[config.mk]
export PLATFORM = sky130hd
export DESIGN_NAME = mmu_top
export DESIGN_NICKNAME = d
export VERILOG_FILES = /design/src/source/mmu_pkg.sv /design/src/source/mmu_top.sv /design/src/source/tlb_maint.sv /design/src/source/tlb_translate.sv /design/src/source/tlb_entry_array.sv
export SDC_FILE = /design/constraint.sdc
export NUM_CORES = 2
export LEC_CHECK = 0
export BUFFER_PORTS_ARGS = -buffer_cell sky130_fd_sc_hd__buf_4
export CAP_MARGIN = 20
export CORE_ASPECT_RATIO = 1.4
export CORE_MARGIN = 2
export CORE_UTILIZATION = 65
export DETAILED_ROUTE_END_ITERATION = 8
export PLACE_DENSITY = 0.82
export SYNTH_ARGS = -nofsm -noshare
export SYNTH_HDL_FRONTEND = slang
export SYNTH_SLANG_ARGS = --single-unit
[constraint.sdc]
create_clock -name clk -period 16.3 [get_ports clk]
set_input_delay 2.445 -clock clk [delete_from_list [all_inputs] [get_ports clk]]
set_output_delay 2.445 -clock clk [all_outputs]
set_load 0.05 [all_outputs]
[src/source/mmu_pkg.sv]
`default_nettype none

package mmu_pkg;

    localparam int TLB_ENTRIES = 16;
    localparam int TLB_IDX_W   = 4;

    // C field encoding for cacheable, noncoherent
    localparam logic [2:0] CACHE_CACHED = 3'd3;

    // EntryLo layout: PFN[25:6] C[5:3] D[2] V[1] G[0]
    localparam int LO_PFN_LSB = 6;
    localparam int LO_C_LSB   = 3;
    localparam int LO_D_BIT   = 2;
    localparam int LO_V_BIT   = 1;
    localparam int LO_G_BIT   = 0;

    typedef enum logic [2:0] {
        exc_none          = 3'd0,
        exc_refill_load   = 3'd1,
        exc_refill_store  = 3'd2,
        exc_invalid_load  = 3'd3,
        exc_invalid_store = 3'd4,
        exc_modified      = 3'd5
    } tlb_exc_e;

    typedef enum logic [2:0] {
        op_none  = 3'd0,
        op_tlbr  = 3'd1,
        op_tlbwi = 3'd2,
        op_tlbwr = 3'd3,
        op_tlbp  = 3'd4
    } tlb_op_e;

endpackage

`default_nettype wire
[src/source/mmu_top.sv]
`timescale 1ns/1ps
`default_nettype none

module mmu_top import mmu_pkg::*; (
    input  wire logic        clk,
    input  wire logic        rst_n,
    input  wire logic        inst_req,
    input  wire logic [31:0] inst_vaddr,
    input  wire logic        data_req,
    input  wire logic        data_wr,
    input  wire logic [31:0] data_vaddr,
    input  wire logic [7:0]  asid,
    input  wire tlb_op_e     op,
    input  wire logic [31:0] entryhi,
    input  wire logic [31:0] entrylo0,
    input  wire logic [31:0] entrylo1,
    input  wire logic [31:0] index,
    output logic             inst_done,
    output logic      [31:0] inst_paddr,
    output logic             inst_cached,
    output tlb_exc_e         inst_exc,
    output logic             data_done,
    output logic      [31:0] data_paddr,
    output logic             data_cached,
    output tlb_exc_e         data_exc,
    output logic             op_done,
    output logic      [31:0] read_entryhi,
    output logic      [31:0] read_entrylo0,
    output logic      [31:0] read_entrylo1,
    output logic      [31:0] probe_index
);

    logic [TLB_ENTRIES*19-1:0] ent_vpn2;
    logic [TLB_ENTRIES*8-1:0]  ent_asid;
    logic [TLB_ENTRIES-1:0]    ent_g;
    logic [TLB_ENTRIES*25-1:0] ent_lo0;
    logic [TLB_ENTRIES*25-1:0] ent_lo1;

    logic                 stall;
    logic                 probe;
    logic [18:0]          probe_vpn2;
    logic                 hit;
    logic [TLB_IDX_W-1:0] hit_index;
    logic                 wr_en;
    logic [TLB_IDX_W-1:0] wr_index;
    logic [31:0]          wr_entryhi;
    logic [31:0]          wr_entrylo0;
    logic [31:0]          wr_entrylo1;
    logic [TLB_IDX_W-1:0] rd_index;
    logic [31:0]          rd_entryhi;
    logic [31:0]          rd_entrylo0;
    logic [31:0]          rd_entrylo1;
    logic [7:0]           data_asid;

    // TLBP compares against the ASID held in EntryHi
    assign data_asid = probe ? entryhi[7:0] : asid;

    tlb_entry_array entry_array (
        .clk, .rst_n, .wr_en, .wr_index, .wr_entryhi, .wr_entrylo0, .wr_entrylo1,
        .rd_index, .rd_entryhi, .rd_entrylo0, .rd_entrylo1,
        .ent_vpn2, .ent_asid, .ent_g, .ent_lo0, .ent_lo1
    );

    tlb_maint maint (
        .clk, .rst_n, .op, .entryhi, .entrylo0, .entrylo1, .index, .hit, .hit_index,
        .rd_entryhi, .rd_entrylo0, .rd_entrylo1, .op_done, .stall, .probe, .probe_vpn2,
        .wr_en, .wr_index, .wr_entryhi, .wr_entrylo0, .wr_entrylo1, .rd_index,
        .read_entryhi, .read_entrylo0, .read_entrylo1, .probe_index
    );

    // fetch never stores and never probes
    tlb_translate inst_port (
        .clk, .rst_n, .req(inst_req), .wr(1'b0), .vaddr(inst_vaddr), .asid, .stall,
        .probe(1'b0), .probe_vpn2(19'd0), .ent_vpn2, .ent_asid, .ent_g, .ent_lo0, .ent_lo1,
        .done(inst_done), .paddr(inst_paddr), .cached(inst_cached), .exc(inst_exc),
        .hit(), .hit_index()
    );

    tlb_translate data_port (
        .clk, .rst_n, .req(data_req), .wr(data_wr), .vaddr(data_vaddr), .asid(data_asid),
        .stall, .probe, .probe_vpn2, .ent_vpn2, .ent_asid, .ent_g, .ent_lo0, .ent_lo1,
        .done(data_done), .paddr(data_paddr), .cached(data_cached), .exc(data_exc),
        .hit, .hit_index
    );

endmodule

`default_nettype wire

[src/source/tlb_maint.sv]
`timescale 1ns/1ps
`default_nettype none

module tlb_maint import mmu_pkg::*; (
    input  wire logic                  clk,
    input  wire logic                  rst_n,
    input  wire tlb_op_e               op,
    input  wire logic [31:0]           entryhi,
    input  wire logic [31:0]           entrylo0,
    input  wire logic [31:0]           entrylo1,
    input  wire logic [31:0]           index,
    input  wire logic                  hit,
    input  wire logic [TLB_IDX_W-1:0]  hit_index,
    input  wire logic [31:0]           rd_entryhi,
    input  wire logic [31:0]           rd_entrylo0,
    input  wire logic [31:0]           rd_entrylo1,
    output logic                       op_done,
    output logic                       stall,
    output logic                       probe,
    output logic      [18:0]           probe_vpn2,
    output logic                       wr_en,
    output logic      [TLB_IDX_W-1:0]  wr_index,
    output logic      [31:0]           wr_entryhi,
    output logic      [31:0]           wr_entrylo0,
    output logic      [31:0]           wr_entrylo1,
    output logic      [TLB_IDX_W-1:0]  rd_index,
    output logic      [31:0]           read_entryhi,
    output logic      [31:0]           read_entrylo0,
    output logic      [31:0]           read_entrylo1,
    output logic      [31:0]           probe_index
);

    logic [TLB_IDX_W-1:0] random_q;

    assign stall      = (op != op_none);
    assign probe      = (op == op_tlbp);
    assign probe_vpn2 = entryhi[31:13];
    assign rd_index   = index[TLB_IDX_W-1:0];

    assign wr_en       = (op == op_tlbwi) || (op == op_tlbwr);
    assign wr_index    = (op == op_tlbwr) ? random_q : index[TLB_IDX_W-1:0];
    // asid field and vpn2 only, pagemask is fixed at zero
    assign wr_entryhi  = {entryhi[31:13], 5'b0, entryhi[7:0]};
    assign wr_entrylo0 = {6'b0, entrylo0[25:0]};
    assign wr_entrylo1 = {6'b0, entrylo1[25:0]};

    // free-running, counts down
    always_ff @(posedge clk) begin
        if (!rst_n) begin
            random_q <= TLB_IDX_W'(TLB_ENTRIES - 1);
        end else if (random_q == '0) begin
            random_q <= TLB_IDX_W'(TLB_ENTRIES - 1);
        end else begin
            random_q <= random_q - 1'b1;
        end
    end

    always_ff @(posedge clk) begin
        if (!rst_n) begin
            op_done       <= 1'b0;
            read_entryhi  <= '0;
            read_entrylo0 <= '0;
            read_entrylo1 <= '0;
            probe_index   <= '0;
        end else begin
            op_done <= (op != op_none);
            if (op == op_tlbr) begin
                read_entryhi  <= {rd_entryhi[31:13], 5'b0, rd_entryhi[7:0]};
                read_entrylo0 <= {6'b0, rd_entrylo0[25:0]};
                read_entrylo1 <= {6'b0, rd_entrylo1[25:0]};
            end
            if (op == op_tlbp) begin
                // P bit flags a failed probe
                probe_index <= hit ? {{(32-TLB_IDX_W){1'b0}}, hit_index} : 32'h8000_0000;
            end
        end
    end

    // an indexed write must name an existing entry
    assert property (@(posedge clk) disable iff (!rst_n)
        (op == op_tlbwi) |-> (index < TLB_ENTRIES));

endmodule

`default_nettype wire

[src/source/tlb_translate.sv]
`timescale 1ns/1ps
`default_nettype none

module tlb_translate import mmu_pkg::*; (
    input  wire logic                          clk,
    input  wire logic                          rst_n,
    input  wire logic                          req,
    input  wire logic                          wr,
    input  wire logic [31:0]                   vaddr,
    input  wire logic [7:0]                    asid,
    input  wire logic                          stall,
    input  wire logic                          probe,
    input  wire logic [18:0]                   probe_vpn2,
    input  wire logic [TLB_ENTRIES*19-1:0]     ent_vpn2,
    input  wire logic [TLB_ENTRIES*8-1:0]      ent_asid,
    input  wire logic [TLB_ENTRIES-1:0]        ent_g,
    input  wire logic [TLB_ENTRIES*25-1:0]     ent_lo0,
    input  wire logic [TLB_ENTRIES*25-1:0]     ent_lo1,
    output logic                               done,
    output logic      [31:0]                   paddr,
    output logic                               cached,
    output tlb_exc_e                           exc,
    output logic                               hit,
    output logic      [TLB_IDX_W-1:0]          hit_index
);

    logic [3:0]  seg;
    logic        mapped;
    logic        kseg0;
    logic [18:0] key;
    logic [24:0] sel_lo;
    logic [19:0] pfn;
    logic [2:0]  c;
    logic        d;
    logic        v;
    logic [31:0] paddr_d;
    logic        cached_d;
    tlb_exc_e    exc_d;

    assign seg    = vaddr[31:28];
    assign kseg0  = (seg[3:1] == 3'b100);
    // kuseg below 0x8, kseg2/kseg3 from 0xC
    assign mapped = !seg[3] || (seg[3:2] == 2'b11);
    assign key    = probe ? probe_vpn2 : vaddr[31:13];

    // walk down so the lowest matching entry wins
    always_comb begin
        hit       = 1'b0;
        hit_index = '0;
        for (int i = TLB_ENTRIES - 1; i >= 0; i--) begin
            if (ent_vpn2[i*19 +: 19] == key && (ent_g[i] || ent_asid[i*8 +: 8] == asid)) begin
                hit       = 1'b1;
                hit_index = TLB_IDX_W'(i);
            end
        end
    end

    assign sel_lo = vaddr[12] ? ent_lo1[hit_index*25 +: 25] : ent_lo0[hit_index*25 +: 25];
    assign {pfn, c, d, v} = sel_lo;

    always_comb begin
        paddr_d  = {pfn, vaddr[11:0]};
        cached_d = (c == CACHE_CACHED);
        exc_d    = exc_none;
        if (!mapped) begin
            paddr_d  = {seg - (kseg0 ? 4'h8 : 4'hA), vaddr[27:0]};
            cached_d = kseg0;
        end else if (!hit) begin
            exc_d = wr ? exc_refill_store : exc_refill_load;
        end else if (!v) begin
            exc_d = wr ? exc_invalid_store : exc_invalid_load;
        end else if (wr && !d) begin
            exc_d = exc_modified;
        end
    end

    always_ff @(posedge clk) begin
        if (!rst_n) begin
            done   <= 1'b0;
            paddr  <= '0;
            cached <= 1'b0;
            exc    <= exc_none;
        end else begin
            done <= req && !stall;
            if (req && !stall) begin
                paddr  <= paddr_d;
                cached <= cached_d;
                exc    <= exc_d;
            end
        end
    end

    // a stalled request stays on the port until it completes
    assert property (@(posedge clk) disable iff (!rst_n)
        req && stall |=> req && $stable(vaddr) && $stable(wr));

endmodule

`default_nettype wire

[src/source/tlb_entry_array.sv]
`timescale 1ns/1ps
`default_nettype none

module tlb_entry_array import mmu_pkg::*; (
    input  wire logic                          clk,
    input  wire logic                          rst_n,
    input  wire logic                          wr_en,
    input  wire logic [TLB_IDX_W-1:0]          wr_index,
    input  wire logic [31:0]                   wr_entryhi,
    input  wire logic [31:0]                   wr_entrylo0,
    input  wire logic [31:0]                   wr_entrylo1,
    input  wire logic [TLB_IDX_W-1:0]          rd_index,
    output logic      [31:0]                   rd_entryhi,
    output logic      [31:0]                   rd_entrylo0,
    output logic      [31:0]                   rd_entrylo1,
    output logic      [TLB_ENTRIES*19-1:0]     ent_vpn2,
    output logic      [TLB_ENTRIES*8-1:0]      ent_asid,
    output logic      [TLB_ENTRIES-1:0]        ent_g,
    output logic      [TLB_ENTRIES*25-1:0]     ent_lo0,
    output logic      [TLB_ENTRIES*25-1:0]     ent_lo1
);

    logic [18:0] vpn2_q [TLB_ENTRIES];
    logic [7:0]  asid_q [TLB_ENTRIES];
    logic [TLB_ENTRIES-1:0] g_q;
    // {pfn, c, d} per page
    logic [23:0] pg0_q [TLB_ENTRIES];
    logic [23:0] pg1_q [TLB_ENTRIES];
    logic [TLB_ENTRIES-1:0] v0_q;
    logic [TLB_ENTRIES-1:0] v1_q;

    always_ff @(posedge clk) begin
        if (!rst_n) begin
            v0_q <= '0;
            v1_q <= '0;
        end else if (wr_en) begin
            v0_q[wr_index] <= wr_entrylo0[LO_V_BIT];
            v1_q[wr_index] <= wr_entrylo1[LO_V_BIT];
        end
    end

    always_ff @(posedge clk) begin
        if (wr_en) begin
            vpn2_q[wr_index] <= wr_entryhi[31:13];
            asid_q[wr_index] <= wr_entryhi[7:0];
            // global only when both halves say so
            g_q[wr_index]    <= wr_entrylo0[LO_G_BIT] & wr_entrylo1[LO_G_BIT];
            pg0_q[wr_index]  <= {wr_entrylo0[LO_PFN_LSB +: 20], wr_entrylo0[LO_C_LSB +: 3],
                                 wr_entrylo0[LO_D_BIT]};
            pg1_q[wr_index]  <= {wr_entrylo1[LO_PFN_LSB +: 20], wr_entrylo1[LO_C_LSB +: 3],
                                 wr_entrylo1[LO_D_BIT]};
        end
    end

    // indexed read in CP0 register format
    always_comb begin
        rd_entryhi  = {vpn2_q[rd_index], 5'b0, asid_q[rd_index]};
        rd_entrylo0 = {6'b0, pg0_q[rd_index], v0_q[rd_index], g_q[rd_index]};
        rd_entrylo1 = {6'b0, pg1_q[rd_index], v1_q[rd_index], g_q[rd_index]};
    end

    always_comb begin
        for (int i = 0; i < TLB_ENTRIES; i++) begin
            ent_vpn2[i*19 +: 19] = vpn2_q[i];
            ent_asid[i*8 +: 8]   = asid_q[i];
            ent_lo0[i*25 +: 25]  = {pg0_q[i], v0_q[i]};
            ent_lo1[i*25 +: 25]  = {pg1_q[i], v1_q[i]};
        end
        ent_g = g_q;
    end

endmodule

`default_nettype wire

Yosys cells after proc, flatten, opt, wreduce, memory -nomap -nowiden --
Memories as Yosys holds them, arrays and structs flattened. A register that Yosys moved wholly into a read port is not among the register bits. Cells that the tools add are included.
Storage, ports and cells: bits in registers 211, latch bits 0, bits in writable memories 1200, memory bits (read-only) 0, bits of input ports 208, output and inout bits 203, logic and storage cells 288, memories kept 4
Cells by class: add/subtract/negate cells 3, multiply operators 2, div/mod/pow operators 0, $lt $le $gt $ge 3, eq/ne operators 74, shift-type cells 4, muxes and demuxes 98, bitwise gates (word level) 2, reductions and logical operators 82
Memories:
- entry_array.pg0_q | depth 16, width 24, rd ports 17, clocked after memory_dff 1, wr ports 1, RTL line tlb_entry_array.sv:27 | logic [23:0] pg0_q [TLB_ENTRIES];
- entry_array.pg1_q | depth 16, width 24, rd ports 17, clocked after memory_dff 1, wr ports 1, RTL line tlb_entry_array.sv:28 | logic [23:0] pg1_q [TLB_ENTRIES];
- entry_array.vpn2_q | depth 16, width 19, rd ports 17, clocked after memory_dff 1, wr ports 1, RTL line tlb_entry_array.sv:23 | logic [18:0] vpn2_q [TLB_ENTRIES];
- entry_array.asid_q | depth 16, width 8, rd ports 17, clocked after memory_dff 1, wr ports 1, RTL line tlb_entry_array.sv:24 | logic [7:0] asid_q [TLB_ENTRIES];
Operators by type and width (count):
- $shiftx A400 B10 Y25 | 4
- $eq A19 B19 Y1 | 32
- $eq A8 B8 Y1 | 32
- $mux W4 | 33
- $mux W32 | 3
- $mux W25 | 2
- $bwmux W16 | 3
- $mux W1 | 40
- $logic_and A1 B1 Y1 | 36
- $logic_or A1 B1 Y1 | 35
- $mux W3 | 7
- $mux W19 | 1
- $mul A4 B5 Y9 const B | 2
- $bmux W1 S4 | 3
- $eq A3 B2 Y1 const B | 4
- $lt A4 B5 Y1 const B | 2
- $eq A3 B3 Y1 const B | 3
- $logic_not A1 Y1 | 8
- $mux W2 | 4
- $mux W8 | 1
- $sub A4 B4 Y4 | 2
- $demux W1 S4 | 1
- $eq A2 B2 Y1 const B | 2
- $ge A4 B1 Y1 const B | 1
- other kinds (7) | 7

Logic depth before layout (Yosys ltp) --
word-level depth 30, depth in mapped cells 23, gate-level depth less buffers 14

Cells and area by module --
A second synthesis with hierarchy kept.
Second synthesis, totals: cells, all modules 6072, area total of the unflattened synthesis 79825.3 sq um
Modules (own cells, without submodules):
- tlb_entry_array | times used 1, cells each 2072, area an instance 47231.5 sq um, sequential area each 37155.6 sq um
- tlb_translate | times used 2, cells each 1717, area an instance 13928.4 sq um, sequential area each 740.7 sq um
- tlb_maint | times used 1, cells each 556, area an instance 4601.9 sq um, sequential area each 1781.7 sq um
- mmu_top | times used 1, cells each 10, area an instance 135.1 sq um, sequential area each 0.0 sq um

Worst setup path after synthesis --
OpenSTA, ideal clock, no wires.
path type input-to-reg, from input port index[0], to register entry_array.v0_q[15], setup time 0.128 ns, arrival time 7.515 ns, data required time 16.172 ns, setup slack 8.658 ns, cell stages on the path 9, path buffers 3, path through clkbuf_1 -> clkbuf_1 -> clkbuf_1 -> nand2_1 -> o21ai_0 -> nand2_1 -> nor2_1 -> mux2i_1 -> nor2_1
On the way: longest elaborated chain between the ends 6, elaborated cells on any way between the ends 7, classes of those cells 2 x order compare; 4 x mux; 1 x reduce/logical
Ends and longest elaborated chain:
- start, declared | RTL line mmu_top.sv:17 | input wire logic [31:0] index,
- $mux W4 (*) | RTL line tlb_maint.sv:41 | assign wr_index = (op == op_tlbwr) ? random_q : index[TLB_IDX_W-1:0];
- $lt A4 B5 Y1 (not written as such) / $ge A4 B1 Y1 (equally long branches) | RTL line tlb_entry_array.sv:37 | v0_q[wr_index] <= wr_entrylo0[LO_V_BIT];
- $logic_and A1 B1 Y1 (not written as such) | RTL line tlb_entry_array.sv:37
- $mux W1 (not written as such) | RTL line tlb_entry_array.sv:37
- $demux W1 S4 (*)
- $bwmux W16 (*) | RTL line tlb_entry_array.sv:37
- end signal, assigned by index | RTL line tlb_entry_array.sv:37
- end, declared | RTL line tlb_entry_array.sv:29 | logic [TLB_ENTRIES-1:0] v0_q;
Mark *: on every way between the ends. The rest lies on a longest branch, timed or not. A chain may end at the register's enable or synchronous reset.

Final worst setup path --
from input port op[0], to register data_port.paddr[26]
On the way: longest elaborated chain between the ends 25, elaborated cells on any way between the ends 91, classes of those cells 1 x mul; 33 x eq/ne; 2 x shift; 20 x mux; 35 x reduce/logical
Ends and longest elaborated chain:
- start, declared | RTL line mmu_top.sv:13 | input wire tlb_op_e op,
- $eq A3 B3 Y1 | RTL line tlb_maint.sv:36 | assign probe = (op == op_tlbp);
- $mux W8 | RTL line mmu_top.sv:56 | assign data_asid = probe ? entryhi[7:0] : asid;
- $eq A8 B8 Y1 | RTL line tlb_translate.sv:51 | if (ent_vpn2[i*19 +: 19] == key && (ent_g[i] || ent_asid[i*8 +: 8] == asid)) begin
- $logic_or A1 B1 Y1 | RTL line tlb_translate.sv:51
- $logic_and A1 B1 Y1 | RTL line tlb_translate.sv:51
- $mux W4 (16 in series) | RTL line tlb_translate.sv:51
- $mul A4 B5 Y9 | RTL line tlb_translate.sv:58 | assign sel_lo = vaddr[12] ? ent_lo1[hit_index*25 +: 25] : ent_lo0[hit_index*25 +: 25];
- $shiftx A400 B10 Y25 | RTL line tlb_translate.sv:58
- $mux W25 | RTL line tlb_translate.sv:58
- $mux W32 | RTL line tlb_translate.sv:65 | if (!mapped) begin
- end signal, assigned | RTL line tlb_translate.sv:86 | paddr <= paddr_d;
- end, declared | RTL line tlb_translate.sv:20 | output logic [31:0] paddr,
Several ways; a longest one is shown, not always the timed one.

==> metrics.txt <==
status finished clean; NetSw between 2 and 2.5 mW; DR iter-0 viols 9595; nets about 5700; Max Freq ~93 MHz; Synth area leader edfxtp_1; Top FF cell, synth edfxtp_1; largest family of logic cells by synthesized area multiplexers; top cells by count, synth 1216 x edfxtp_1, 733 x mux4_2, 456 x xor2_1; worst clock skew 31.8 ps; layout overhead on the synthesized area 10.8%; simple-gate share of the synthesized area 6.00%; multiplexer share of the synthesized area between 20% and 30%; final wirelength ~300000 microns; leakage ~29 nW; share of the synthesized area in the top cell type ~47%; Skew-Pair Late Insertion Delay 830 ps; Seq/Total Area, Yosys between 50% and 60%; clock sinks 1409; Post-synth EDFFs 1216; DRC Markers 0; XOR/XNOR share of the synthesized area approximately 9.1%; GRT Max-Usage Layer met2; vias in the first global route around 56000; Synthesis Warnings 0; Inserted Clock Buffers about 140; final setup TNS 0 ps; min Tclk post-route between 10000 and 15000 ps; pwr/cell area approximately 96 mW/mm^2; gr usage total between 40% and 50%; Clk Tree Root Cell clkbuf_16; initial antenna violation count 35; Max FO, Critical Path 131; # setup viols final 0; Post-Synth Adder-Cell Area 0.0802%; crit path kind input pin to flop; met1 Resource Use GR between 50% and 60%; post-DP HPWL roughly 190000 microns; final hold vios 0; data arrival time of the worst path 11460 ps; Comb power frac between 10% and 20%; io pins 411; Die Width 297 microns; most numerous cell in the Yosys netlist edfxtp_1; Synth Area in Compound Gates 5.80%; share of cells above drive strength 1 around 26%; final slew viol count 0; met2 Resource Use GR 72.0%; Pint a little over 6 mW; Required @ worst endpoint ~17000 ps; H-tree levels 4; Clock Power Share 41.2%; Final Cycle Share about two thirds; Avg Synthesized Cell Area between 10 and 15 sq um; RSZ-0062 raised after global routing false; first-pass GRT wire length 413000 microns; Routed Antenna Nets 0; gpl congestion 1.10; FP Rows 150; Sw Share between 20% and 30%; startpoint types input pin; DR vias/cell slightly below 8; postcts setup bufs 0; worst rel slew slack 11.3%; drt wl/cell 40.4 microns; pin count of the biggest net entering global routing about 160; met3 Track Usage GR approximately a fifth; total power between 8 and 9 mW; Fill cells roughly 7500; kind of end point of the critical path flop; worst-margin pin slew 1330 ps; synthesized area ~0.08 sq mm; ranking of synthesized cells by area edfxtp_1 47%, mux4_2 21%, xor2_1 5.1%; post-CTS resize count 0; DIE AREA 0.123 sq mm; Die Ht a little over 400 microns; Max Cap Viol 0; number of port buffers 320; worst-case vdd ir drop between 100 and 150 uV; ys async rst share 0%; CTS tree done; vias post-DR between 50000 and 60000; Core ar. about 0.12 sq mm; sequential share of power a little under half; worst hold path class flop to flop; Pre-Repair DR Iteration Count 9; hold buffer count at CTS 0; Cell variety after synth 80; total gr overflow 0; initial core utilization between 60 and 70%; number of synthesized register bits about 1400; clock slew at reported path FFs about 60 ps; Clock Path Buffers 3; Cells after Synth ~5400
[registers in the layout, summed over array words and instances, names as in the netlist]
name                 count
entry_array.pg0_q      384
entry_array.pg1_q      384
entry_array.vpn2_q     304
entry_array.asid_q     128
data_port.paddr         32
inst_port.paddr         32
maint.read_entryhi      27
maint.read_entrylo0     26
maint.read_entrylo1     25
entry_array.ent_g       16
entry_array.v0_q        16
entry_array.v1_q        16
maint.probe_index        5
maint.random_q           4
data_port.exc            3
inst_port.exc            2
data_port.cached         1
data_port.done           1
inst_port.cached         1
inst_port.done           1
maint.op_done            1
[through the flow]
step,hold WS (ps),utilization [%],setup slack [ps],instances,cell area (sq um)
after floorplan,402,-,8660,5402,78100
after global placement,417,68.3,5760,6964,81400
after detailed placement,434,68.3,5530,6965,81400
after CTS,444,72.4,6300,7218,86200
after global routing,458,72.5,5690,7230,86300
final,450,72.5,5540,7236,86400
[metal layers]
metal	wire [microns]	up-vias
met2	131000	5700
met5	449	-
met4	27600	52
li1	-	21480
met1	86400	27999
met3	47300	1584
[worst max-delay path, cell delays in order]
cell and delay (ps):
buf_4 220, or3b_4 460, buf_4 560, buf_4 740, mux2i_1 570, buf_4 360, a2bb2oi_1 200, nand4_1 170
or4_1 990, or4b_1 660, a21oi_1 170, o21a_1 680, a21o_4 950, buf_12 680, mux4_2 430, mux2i_1 340
a22oi_1 170, a32o_1 360
[path summary, 6_finish.rpt]
kind | startpoint | end | slack [ps] | cells after the start
worst max-delay path | op[0] | data_port.paddr[26] | 5540 | 18
worst min-delay path | maint.random_q[0] | maint.random_q[0] | 450 | 1
worst max register to register | entry_array.vpn2_q[9][1] | data_port.paddr[26] | 9260 | 11
worst min register to register | maint.random_q[0] | maint.random_q[0] | 450 | 1
[layout by cell type (no fill, tap or decap), types with 29 or more instances in the layout]
master     count
edfxtp_1    1216
mux4_2       733
xor2_1       456
buf_4        404
nand2_1      386
xnor2_1      350
a21oi_1      216
mux2i_1      195
dfxtp_1      193
nor4_1       154
clkbuf_16    140
nor2_1       114
inv_1         99
o22ai_1       82
a22oi_1       68
nor3_1        57
nand3_1       52
nand4_1       45
conb_1        45
o21ai_0       44
a211oi_1      34
and3_1        29
a221oi_1      29
clkinv_2      29
[kinds of logic (layout without fill, tap and decap cells)]
| logic type | count (synthesis) | count (layout) |
|---|---|---|
| xor+xnor | 807 | 807 |
| compound gates | 665 | 665 |
| fa+ha+maj | 5 | 5 |
| other cells | 1 | 57 |
| flops | 1409 | 1409 |
| buf+inv | 557 | 783 |
| mux | 948 | 948 |
| simple gates | 966 | 966 |
[area by class of cell]
| cell class | count | area [sq um] | area share (%) |
|---|---|---|---|
| clock inverter | 94 | 1180 | 1.36 |
| multi-input combinational | 3436 | 35500 | 41.1 |
| inverter | 114 | 465 | 0.539 |
| antenna | 12 | 30.0 | 0.0348 |
| sequential | 1409 | 40400 | 46.8 |
| clock buffer | 159 | 3620 | 4.20 |
| timing repair buffer | 416 | 3230 | 3.75 |
| tap | 1596 | 2000 | 2.31 |
[power groups by stage]
stage	Clock (mW)	Sequential (mW)	Combinational [mW]
floorplan	0	4.09	0.511
global placement	0	4.06	0.844
detailed placement	0	4.06	0.856
CTS	3.43	3.99	0.862
global route	3.56	3.99	0.917
finish	3.43	3.99	0.900
Power figures use the tool's default switching activity.
